`src/design/ddr3_dbg_pkg.sv`:
```
/*
 * DDR3 debug host shared definitions.
 * Word and address widths, store read latency, the host request,
 * store command and read return structs, and the word store states.
 */
package ddr3_dbg_pkg;

	// ******************************
	// Memory geometry.
	// ******************************
	localparam int WORD_BITS      = 128; // One memory word.
	localparam int WORD_BYTES     = 16;  // Byte lanes per word.
	localparam int BYTE_IDX_BITS  = 4;   // Byte index inside a word.
	localparam int HOST_ADDR_BITS = 12;  // Host byte address, 4 KB.
	localparam int WORD_ADDR_BITS = 8;   // 256 words deep.
	localparam int READ_LATENCY   = 3;   // Acceptance to read return, in clocks.

	// Host byte request, 22 bits.
	typedef struct packed {
		logic                      rd;    // Read strobe, one clock.
		logic                      wr;    // Write strobe, one clock.
		logic [HOST_ADDR_BITS-1:0] addr;  // Byte address.
		logic [7:0]                wdata; // Write byte.
	} host_req_t;

	// Word store command, 157 bits.
	typedef struct packed {
		logic                      write; // 1 = write, 0 = read.
		logic [WORD_ADDR_BITS-1:0] addr;  // Word address.
		logic [WORD_BITS-1:0]      wdata; // Byte copied across every lane.
		logic [WORD_BYTES-1:0]     wmask; // One-hot lane enable.
		logic [BYTE_IDX_BITS-1:0]  vect;  // Return vector, the byte index.
	} seq_cmd_t;

	// Read return, 132 bits.
	typedef struct packed {
		logic [WORD_BITS-1:0]     data; // Whole word read.
		logic [BYTE_IDX_BITS-1:0] vect; // Vector handed back with the data.
	} seq_rdata_t;

	// Word store states.
	typedef enum logic {
		CLEARING = 1'b0, // Post reset zero fill.
		READY    = 1'b1  // Taking commands.
	} store_state_t;

endpackage

```
`src/design/host_cmd_bridge.sv`:
```
/*
 * Host command bridge.
 * Captures one byte read or write from the host, spreads the byte over
 * all 16 lanes with a one-hot lane mask, and passes the command to the
 * word store over the cmd_ena_t / busy_t toggle handshake.
 */
`timescale 1ns/1ps

module host_cmd_bridge (
	input  logic                    DDR3_CLK_25,
	input  logic                    RESET,
	input  ddr3_dbg_pkg::host_req_t host_req,
	input  logic                    busy_t,
	output logic                    host_busy,
	output logic                    cmd_ena_t,
	output ddr3_dbg_pkg::seq_cmd_t  seq_cmd
);
	import ddr3_dbg_pkg::*;

	logic                     req_t;      // Toggles once per captured request.
	logic                     req_any;    // Read or write strobe present.
	logic                     store_idle; // Store has taken every toggle so far.
	logic [BYTE_IDX_BITS-1:0] lane;       // Target lane, 15 - byte index.

	assign req_any    = host_req.rd || host_req.wr;
	assign store_idle = (busy_t == cmd_ena_t);
	assign lane       = ~host_req.addr[BYTE_IDX_BITS-1:0]; // Byte 0 sits in the top lane.

	// ******************************
	// Command build.
	// ******************************
	always_ff @(posedge DDR3_CLK_25) begin
		if (req_any && !host_busy) begin
			seq_cmd.write <= host_req.wr;                                   // Write wins over read.
			seq_cmd.addr  <= host_req.addr[HOST_ADDR_BITS-1:BYTE_IDX_BITS]; // Drop the byte index.
			seq_cmd.wdata <= {WORD_BYTES{host_req.wdata}};                  // Byte on every lane.
			seq_cmd.wmask <= WORD_BYTES'(1) << lane;                        // Only the target lane.
			seq_cmd.vect  <= host_req.addr[BYTE_IDX_BITS-1:0];              // Comes back with the read.
		end
	end

	// ******************************
	// Toggle handshake.
	// ******************************
	always_ff @(posedge DDR3_CLK_25) begin
		if (RESET) begin
			req_t     <= 1'b0;
			cmd_ena_t <= 1'b0;
			host_busy <= 1'b0;
		end else begin
			if (req_any && !host_busy) begin
				req_t     <= !req_t; // New command pending.
				host_busy <= 1'b1;
			end else if (host_busy && store_idle && (cmd_ena_t == req_t)) begin
				host_busy <= 1'b0;   // Store has taken it.
			end

			// Pass the pending toggle one clock later, only while the store is caught up.
			if (store_idle) cmd_ena_t <= req_t;
		end
	end

	// Host must hold off until host_busy falls, else the request is lost.
	a_no_req_when_busy: assert property (@(posedge DDR3_CLK_25) disable iff (RESET)
		host_busy |-> !req_any);

endmodule

```
`config.mk`:
```
export PLATFORM = sky130hd
export DESIGN_NAME = host_cmd_bridge
export DESIGN_NICKNAME = d
export VERILOG_FILES = /design/src/design/ddr3_dbg_pkg.sv /design/src/design/host_cmd_bridge.sv
export SDC_FILE = /design/constraint.sdc
export NUM_CORES = 1
export LEC_CHECK = 0
export ABC_AREA = 1
export BUFFER_PORTS_ARGS = -buffer_cell sky130_fd_sc_hd__buf_2
export CORE_MARGIN = 1.5
export CORE_UTILIZATION = 40
export CTS_CLUSTER_DIAMETER = 30
export DETAILED_ROUTE_END_ITERATION = 8
export HOLD_SLACK_MARGIN = 0.15
export PLACE_DENSITY = 0.82
export SLEW_MARGIN = 20
export SYNTH_ARGS = -nofsm -noshare
export SYNTH_HDL_FRONTEND = slang
export SYNTH_SLANG_ARGS = --single-unit
```
`constraint.sdc`:
```
create_clock -name DDR3_CLK_25 -period 3.5 [get_ports DDR3_CLK_25]
set_clock_uncertainty 0.05 [all_clocks]
set_input_delay 0.7 -clock DDR3_CLK_25 [delete_from_list [all_inputs] [get_ports DDR3_CLK_25]]
set_output_delay 0.7 -clock DDR3_CLK_25 [all_outputs]
set_load 0.02 [all_outputs]
```
==> summary.md <==
| Metric | Value |
|---|---|
| Status | `finished clean` |
| CP Cell Sequence | `buf_2` |
| Final min period | `roughly 1.8 ns` |
| Syn_area_per_cell | `roughly 11 µm²` |
| Synth Instances | `204` |
| Post_cts resized | `0` |
| WL/cell | `roughly 11 µm` |
| Worst EP required | `approximately 2.8 ns` |
| Num rows | `27` |
| Max Fclk | `543 MHz` |
| Crit end category | `output port` |
| Crit-path max cell delay | `around 0.57 ns` |
| Clock share of power | `between 20% and 30%` |
| Vias in the first global route | `1035` |
| Sw power | `between 400 and 500 µW` |
| Vias per std cell | `approximately 3.9` |
| Nets | `299` |
| Remaining Overflow, GRT | `0` |
| Worst-case vdd ir drop | `roughly 0.33 mV` |
| Antenna violations before repair | `0` |
| # IOs | `around 180` |
| Final Hold Viols | `0` |
| Seq. cell area | `between 1000 and 1500 µm²` |
| Final TNS setup | `0 ns` |
| TritonRoute pass-1 iters | `4` |
| Vias | `between 1000 and 1500` |
| Placer Congestion | `0.719` |
| Die width | `78.3 µm` |
| Critical Path AT | `about 1.1 ns` |
| # H-tree levels | `2` |
| Clock latency on the worst-skew pair | `0.28 ns` |
| Clock slew at the register clock pins of the worst setup and hold paths | `approximately 0.080 ns` |
| Post-route DRC violation count | `0` |
| R2R setup slack | `between 2 and 2.5 ns` |
| Register-to-Register Path Depth | `2` |
| Worst setup path startpoint | `seq_cmd[146]` |
| Largest net degree at the start of global routing | `32` |
| # hold bufs at CTS | `0` |
| Die area | `between 6000 and 7000 µm²` |
| Combinational power share | `30.0%` |
| Antenna-violating nets left | `0` |
| Hold Crit Depth | `2` |
| Number of antenna cells inserted | `0` |
| Setup CP Type | `flop to output port` |
| Cell family contributing the most delay on the critical path | `flip-flops` |
| CTS tree | `done` |
| Synth warn | `0` |
| Power Dens Cells | `555 nW/µm²` |
| Area of the mapped netlist | `roughly 2300 µm²` |
| Initial Util | `41.2%` |
| Largest fanout on the critical path | `16` |
| First-pass GRT wire length | `~5300 µm` |
| Root buffer cell | `clkbuf_8` |
| Dpl hpwl | `between 2000 and 3000 µm` |
| Fin crit share | `52.7%` |
| Max-cap violations | `0` |
| Placement Setup Slack | `1.55 ns` |
| Hold Path Class | `flop to flop` |
| P_int | `between 900 and 1000 µW` |
| Postcts setup bufs | `0` |
| Port bufs | `183` |
| Hold wc startpoint | `req_t` |
| Most frequent cells in the layout | `buf_2, edfxtp_1, nor2_1` |
| Layout cells sized above 1 | `69.8%` |
| Worst flop-to-flop path startpoint | `host_busy` |
| Reg power frac | `a little over two fifths` |
| Final WL | `between 3000 and 4000 µm` |
| Area grow syn2layout | `9.64%` |
| Setup ws final | `about 1.7 ns` |
| Worst-Margin Slew | `a little under 0.4 ns` |
| #FFs+latches synth | `40` |
| RSZ-0062 raised after global routing | `no` |
| Leak | `about 0.0013 µW` |
| Net Sw Frac | `between 30 and 40%` |
| Commonest non-fill, non-tap cell in the layout | `buf_2` |
| Crit path launch type | `flop` |
| Slowest-stage cell, CP | `edfxtp_1` |
| Total Routing Usage GR | `between 10% and 20%` |
| Die Height | `~78 µm` |
| Fillcell total | `520` |
| Core ar. | `~5500 µm²` |
| Worst r2r dst | `seq_cmd[11]` |
| Final core occ | `between 40% and 50%` |
| Syn Nets | `~230` |
| Netlist cell types | `13` |
| Number of buffers created by CTS | `5` |
| Area of the multi-input gates | `between 150 and 200 µm²` |
| Buffers & Inverters on Critical Path | `1` |
| Rel. slew slack | `around three quarters` |
| Hold path endpoint | `cmd_ena_t` |
| Register area share after synthesis | `between 50% and 60%` |
| Initial DRC Count | `41` |
| CTS max path bufs | `2` |
| Final setup violation count | `0` |
| Sink Count | `40` |
| Fin. max-slew vios | `0` |
==> through the flow <==
step	hold WS, ns	std cells	power (µW)	area [µm²]
floorplan	0.421	204	1030	2270
global placement	0.431	339	1030	2380
detailed placement	0.446	339	1040	2380
CTS	0.457	347	1410	2490
global route	0.490	347	1460	2490
finish	0.451	347	1380	2490
==> kinds of logic (layout without fill, tap and decap cells) <==
logic type	after synthesis	in the layout	synth area share, %
simple gates	33	33	6.17
xor+xnor	2	2	0.771
flops	40	40	51.6
compound gates	2	2	0.606
buf+inv	127	198	40.9
==> final cells by class <==
cell class	instances	area share [%]
multi-input combinational	37	7.09
timing repair buffer	184	37.1
clock buffer	5	2.76
clock inverter	3	1.51
sequential	40	47.0
tap	72	3.62
inverter	6	0.905
==> sequential cells by signal (all words and copies together) (netlist names) <==
signal	count
host_busy	1
seq_cmd	37
req_t	1
cmd_ena_t	1
==> metal layers <==
metal / vias to the layer above / track usage, % / part of all wire, %
met5: - / 0 / 0
met4: 0 / 3.75 / 0.52
met3: 4 / 4.19 / 7.8
met2: 80 / 18.0 / 51
met1: 596 / 15.0 / 41
li1: 674 / - / -
==> power by group through the flow <==
stage / combinational (µW) / clock, µW / sequential (µW)
2_1_floorplan: 353 / 0 / 676
6_report: 415 / 359 / 607
4_1_cts: 420 / 377 / 609
3_5_place_dp: 420 / 0 / 619
5_1_grt: 440 / 398 / 617
3_3_place_gp: 418 / 0 / 615
==> worst max path at each step <==
stage | slack (ns) | end | depth (start not counted)
5_1_grt | 1.56 | seq_cmd[132] | 1
3_5_place_dp | 1.55 | seq_cmd[146] | 4
4_1_cts | 1.63 | seq_cmd[98] | 1
6_report | 1.66 | seq_cmd[98] | 1
3_3_place_gp | 1.60 | seq_cmd[146] | 4
2_1_floorplan | 1.29 | seq_cmd[0] | 2
==> Yosys cell counts, drive strengths merged <==
master	count	area (µm²)
buf	121	906
edfxtp	37	1110
nor2	19	73.8
nand3	8	40.0
inv	6	22.5
nand2	5	18.8
dfxtp	3	60.1
a21oi	2	13.8
xnor2	2	17.5
nor3b	1	7.51
Note: power is estimated with default switching activity, not from simulation.
