**config.mk**
```make
export PLATFORM = sky130hd
export DESIGN_NAME = status_report
export DESIGN_NICKNAME = d
export VERILOG_FILES = /design/src/design/status_report.sv
export SDC_FILE = /design/constraint.sdc
export NUM_CORES = 1
export LEC_CHECK = 0
export ABC_CLOCK_PERIOD_IN_PS = 800
export BUFFER_PORTS_ARGS = -buffer_cell sky130_fd_sc_hd__buf_2
export CAP_MARGIN = 20
export CORE_AREA = 5 5 42 44
export DETAILED_ROUTE_END_ITERATION = 8
export DIE_AREA = 0 0 47 49
export GPL_TIMING_DRIVEN = 0
export PLACE_DENSITY = 0.45
export SLEW_MARGIN = 40
export SYNTH_ARGS = -nofsm -noshare
export SYNTH_HDL_FRONTEND = slang
export SYNTH_SLANG_ARGS = --single-unit
```
**constraint.sdc**
```tcl
create_clock -name DDR3_CLK_25 -period 0.8 [get_ports DDR3_CLK_25]
set_input_delay 0.04 -clock DDR3_CLK_25 [delete_from_list [all_inputs] [get_ports DDR3_CLK_25]]
set_output_delay 0.04 -clock DDR3_CLK_25 [all_outputs]
set_load 0.03 [all_outputs]
```
**src/design/status_report.sv**
```systemverilog
/*
 * Status LEDs.
 * Packs store_ready and the low read count bits into one byte
 * and drives it onto the active low LEDs.
 */
`timescale 1ns/1ps

module status_report (
	input  logic        DDR3_CLK_25,
	input  logic        RESET,
	input  logic        store_ready,
	input  logic [15:0] read_count,
	output logic [7:0]  led
);

	logic [7:0] status; // Bit 0 ready, bits 7:1 read count.

	always_ff @(posedge DDR3_CLK_25) begin
		if (RESET) begin
			status <= 8'h00; // All LEDs dark.
		end else begin
			status <= {read_count[6:0], store_ready};
		end
	end

	assign led = ~status; // LEDs light on a low.

endmodule

```
==> summary.md, run 1 <==
| Metric | Value |
|---|---|
| Outcome | completed |
| Worst hold-check path type | in -> reg |
| DR vias/cell | 3.31 |
| Max_slew headroom | 0.909 |
| Core area | about 0.0014 mm^2 |
| Max Cap Viol | 0 |
| Row Count | 14 |
| CTS tree | yes |
| Fin crit share | 0.964 |
| Layout Cells excl Fill | 67 |
| Synth top area share | 0.667 |
| YS warnings | 0 |
| Seq cells post-synth | 8 |
| Drt initial violations | 1 |
| Number of global-route vias before repair | 207 |
| Die Width | 47 um |
| Io pins | 27 |
| # diodes | 0 |
| Largest cells by area after synthesis | dfxtp_1, nor2b_1, inv_1 |
| Setup CP Type | reg -> out |
| Clock tree sinks | 8 |
| Seq/Total Area, Yosys | 0.667 |
| Synth cell count leaders | dfxtp_1, inv_1, nor2b_1 |
| CTS Buf Count | 3 |
| Distinct cell type count after synthesis | 3 |
| GP Congestion | 0.596 |
| Finished Cell Area | 478 um^2 |
| Nets | 72 |
| Worst-Margin Slew | 0.137 ns |
| Clock-pin slew on the worst setup and hold paths | roughly 0.050 ns |
| Max-slew violations | 0 |
| Clock Tree Buf Depth | 2 |
| CTS H-tree lvls | 1 |
| Post-synthesis compound-gate area fraction | 0 |
| Placed Instance Area | 345 um^2 |
| Number of setup violations in the final report | 0 |
| Post-Synth Adder-Cell Area | 0 |
| Final ANT Viol Nets | 0 |
| Detailed-route DRC error count | 0 |
| Max Fclk | 1.30 GHz |
| WL final | 536 um |
| Avg Inst Size Synth | about 10 um^2 |
| Synth async-reset ratio | 0 |
| Critical path data arrival time | between 0.7 and 0.8 ns |
| Number of instances in the placed design | 57 |
| Post-synthesis simple-gate area fraction | 0.208 |
| Cell Pwr Density | 1830 mW/mm^2 |
| Peak VDD IR | 0.923 mV |
| Mux cell area share after synthesis | 0 |
| Final core occ | 0.341 |
| Hold Crit Start | read_count[5] |
| XOR/XNOR Fraction of Synth Area | 0 |
| Total number of vias | 222 |
| Synth area leader | dfxtp_1 |
| Die area | 0.00230 mm^2 |
| Regs by FF count | status x8 |
| Post-Syn Area | ~240 um^2 |
| Dpl ws | 0.252 ns |
| Final WS setup | 0.0292 ns |
| Max reg flops | 8 |
| Unrepaired setup endpoints after global routing | false |
| Avg WL per Cell | 8.00 um |
| Tmin final | roughly 0.77 ns |
| Setup TNS | 0 ns |
| Main combinational cell family by area after synthesis | simple AND/OR/NAND/NOR gates |
| Syn Inst Count | 24 |
| Pre-antenna DRT Iters | 4 |
| Most flops, register | status |
| First-pass GRT wire length | between 800 and 900 um |
| Effective utilization at floorplan | 0.171 |
| Leakage power | 0.227 nW |
| Tot GR Track Use | 0.0563 |
| Startpoint Class | register |
| IO Port Bufs | 17 |
| EDFF count, synth | 0 |
| Launch point of the worst path | status[1] |
| Initial antenna violation count | 0 |
| Chip height | 49 um |
| P&R area growth vs syn | 99.0% |
| CTS root buf | clkbuf_4 |
| Largest net degree at the start of global routing | 9 |
| Final Hold Fails | 0 |
| Data required, critical path | 0.76 ns |
| Top FF cell, synth | dfxtp_1 |
| Nature of the critical path endpoint | output pin |
| GRT overflow | 0 |
| Max FO, Critical Path | 1 |
| Share of layout cells above drive strength 1 | 0.471 |
| Synth Net Count | 43 |
| Postcts setup bufs | 0 |
==> worst max-delay path, cell delays in order (launching register included) <==
cell	delay [ns]
dfxtp_1	0.30
inv_1	0.03
buf_4	0.15
==> per-layer routing <==
| layer | track usage | vias to the layer above | share of wire |
|---|---|---|---|
| li1 | - | 120 | - |
| met1 | 0.0549 | 94 | 0.32 |
| met4 | 0.0553 | 0 | 0.011 |
| met2 | 0.0837 | 6 | 0.60 |
| met5 | 0 | - | 0 |
| met3 | 0.0221 | 2 | 0.063 |
==> report_power, final <==
group | switching (mW) | total, mW | internal [mW]
clock network | 0.119 | 0.290 | 0.170
logic | 0.0753 | 0.160 | 0.0848
registers | 0.00564 | 0.427 | 0.421
total | 0.200 | 0.877 | 0.676
==> cell type report <==
cell class	instances	area, um^2
repair buffers	24	194
fillers	159	923
well taps	16	20.0
clock buffers	3	22.5
multi-input cells	8	50.0
flip-flops and latches	8	161
inverters	8	30.0
==> placed cells by master, fill, tap and decap left out <==
cell type,count
buf_2,9
buf_6,5
dfxtp_1,7
buf_4,3
dlygate4sd3_1,7
inv_1,5
dfxtp_2,1
clkbuf_4,3
nor2b_1,8
inv_2,3
==> cell families after synthesis <==
group	after synthesis
buffers and inverters	8
flip-flops	8
AND/OR/NAND/NOR	8
==> final timing paths <==
| path | end | slack, ns | cells after the start |
|---|---|---|---|
| setup / recovery | led[1] | 0.03 | 2 |
| hold / removal | status[6] | 0.01 | 2 |
==> through the flow <==
| stage | hold WS (ns) | power [mW] |
|---|---|---|
| 2_1_floorplan | 0.112 | 0.497 |
| 3_3_place_gp | 0.248 | 0.544 |
| 3_5_place_dp | 0.252 | 0.545 |
| 4_1_cts | 0.00772 | 0.881 |
| 5_1_grt | 0.0337 | 0.924 |
| 6_report | 0.0114 | 0.877 |
==> what timing repair did <==
item	in CTS	in global routing
endpoints found under the setup margin	8	5
resized for setup	8	9
hold buffers	7	0
endpoints found under the hold margin	7	0
Note: power is estimated with default switching activity, not from simulation.
==> run 2: changes to the inputs <==
- ABC_CLOCK_PERIOD_IN_PS: 800 -> 900
- clock period: 0.8 -> 0.9 ns (I/O delays scaled with it)
==> run 2 against run 1 <==
- via count is 7.7% lower
- non-clock buffer count fell by 5
- die area is the same
- sequential power shrank 11%
- largest cell class is now flip-flops and latches
- wire length shrank 17%
- design area decreased by 19%
- worst setup slack better by 0.064 ns
- worst hold slack worse by 0.0051 ns
- flip-flop and latch count did not move
- critical path depth did not move
==> summary.md, run 2 (same netlist as run 1, synthesis figures left out) <==
| Metric | Value |
|---|---|
| Tot GR Track Use | 0.0486 (was 0.0563) |
| Total number of vias | 205 (was 222) |
| Chip height | 49 um (unchanged) |
| Initial antenna violation count | 0 (unchanged) |
| Worst hold-check path type | in -> reg (unchanged) |
| Setup CP Type | reg -> out (unchanged) |
| GP Congestion | 0.596 (unchanged) |
| Leakage power | 0.189 nW (was 0.227 nW) |
| CP max stage delay | 0.29 ns (was 0.30 ns) |
| Row Count | 14 (unchanged) |
| Largest net degree at the start of global routing | 9 (unchanged) |
| Max Fclk | 1.24 GHz |
| Clock Tree Buf Depth | 2 (unchanged) |
| DR vias/cell | 3.31 (about the same) |
| Met2 Wirelength | 254 um (was 323 um) |
| Core area | 0.00140 mm^2 (unchanged) |
| Pre-antenna DRT Iters | 4 (unchanged) |
| Max Cap Viol | 0 (unchanged) |
| Number of global-route vias before repair | 190 (was 207) |
| Die area | 0.00230 mm^2 (unchanged) |
| Commonest non-fill, non-tap cell in the layout | buf_2 (unchanged) |
| Final Hold Fails | 0 (unchanged) |
| Nets | 67 (was 72) |
| WL met3 | 35 um (was 34 um) |
| Effective utilization at floorplan | 0.171 (unchanged) |
| Critical-path cell list | inv_1 > buf_2 (was inv_1 > buf_4) |
| IO Port Bufs | 17 (unchanged) |
| Io pins | 27 (unchanged) |
| CTS Buf Count | 3 (unchanged) |
| P&R area growth vs syn | 61.5% (was 99.0%) |
| Overall power | 739 uW (was 877 uW) |
| Number of buffers and inverters on the critical path | 2 (unchanged) |
| Cell Pwr Density | 1900 mW/mm^2 (was 1830 mW/mm^2) |
| Max FO, Critical Path | 1 (unchanged) |
| Wl on met1 | 149 um (was 171 um) |
| Number of setup violations in the final report | 0 (unchanged) |
| Final ANT Viol Nets | 0 (unchanged) |
| Delay-heaviest family, CP | flip-flops (unchanged) |
| Regs by FF count | status x8 (unchanged) |
| Most frequent cells in the layout | buf_2, inv_1, nor2b_1, dfxtp_1, clkbuf_4 (was buf_2, nor2b_1, dlygate4sd3_1, dfxtp_1) |
| WL final | 446 um (was 536 um) |
| Nature of the critical path endpoint | output pin (unchanged) |
| Clock-pin slew on the worst setup and hold paths | 0.05 ns (about the same) |
| # diodes | 0 (unchanged) |
| CTS root buf | clkbuf_4 (unchanged) |
| Drt initial violations | 1 (unchanged) |
| Fin crit share | 0.896 |
| CP max stage cell | dfxtp_1 (unchanged) |
| Outcome | completed (unchanged) |
| Max_slew headroom | 0.893 (was 0.909) |
| Max-slew violations | 0 (unchanged) |
| CTS tree | yes (unchanged) |
| GRT overflow | 0 (unchanged) |
| Data required, critical path | 0.85 ns (was 0.76 ns) |
| Critical path data arrival time | 0.76 ns (was 0.73 ns) |
| CTS H-tree lvls | 1 (unchanged) |
| Max Used Layer | met4 (unchanged) |
| Share of layout cells above drive strength 1 | 0.435 (was 0.471) |
| Post_cts resized | 0 (was 8) |
| Detailed-route DRC error count | 0 (unchanged) |
| Max reg flops | 8 (unchanged) |
| Die Width | 47 um (unchanged) |
| First-pass GRT wire length | 745 um (was 862 um) |
| Unrepaired setup endpoints after global routing | false (unchanged) |
| Most flops, register | status (unchanged) |
| Setup TNS | 0 ns (unchanged) |
| Avg WL per Cell | 7.19 um (was 8.00 um) |
| Worst Hold Slack | 0.00634 ns (was 0.0114 ns) |
| Startpoint Class | register (unchanged) |
| Worst-Margin Slew | 0.161 ns (was 0.137 ns) |
| Clock tree sinks | 8 (unchanged) |
| Peak VDD IR | 0.826 mV (was 0.923 mV) |
| Tmin final | 0.807 ns |
run 2: changes by cell type in the layout (fill, tap and decap cells not counted):
cell,change
dfxtp_1,+1
buf_4,-3
inv_2,-3
buf_6,-5
buf_2,+8
dlygate4sd3_1,-5
inv_1,+3
dfxtp_2,-1
run 2: path summary, 6_finish.rpt:
check | start | to | slack (ns) | depth (start not counted)
worst max-delay path | status[5] | led[5] | 0.09 | 2
worst min-delay path | read_count[0] | status[1] | 0.006 | 2
run 2: area by class of cell:
class,count,area (um^2)
flip-flops and latches,8,160
well taps,16,20.0
multi-input cells,8,50.0
repair buffers,19,105
inverters,8,30.0
clock buffers,3,22.5
fillers,169,1010
run 2: repair_timing:
item | in CTS | in global routing
hold endpoints to repair | 2 | 0
setup endpoints to repair | 0 | 0
buffers inserted | 0 | 0
hold buffers | 2 | 0
run 2: report_power, final:
part	internal, mW	leakage [nW]	switching, mW
combinational	0.0430	0.108	0.0606
sequential	0.374	0.0667	0.00381
clock	0.152	0.0138	0.106
total	0.568	0.189	0.170
run 2: metrics by stage:
step | cells | util | instance area (um^2) | setup WS [ns]
floorplan | 24 | - | 240 | 0.389
global placement | 57 | 0.246 | 345 | 0.351
detailed placement | 57 | 0.246 | 345 | 0.347
CTS | 62 | 0.277 | 388 | 0.0767
global route | 62 | 0.277 | 388 | 0.0341
finish | 62 | 0.277 | 388 | 0.0933
run 2: layer usage:
metal / GRT usage / vias up
met5: 0 / -
li1: - / 110
met2: 0.0656 / 6
met1: 0.0484 / 87
met3: 0.0221 / 2
met4: 0.0553 / 0
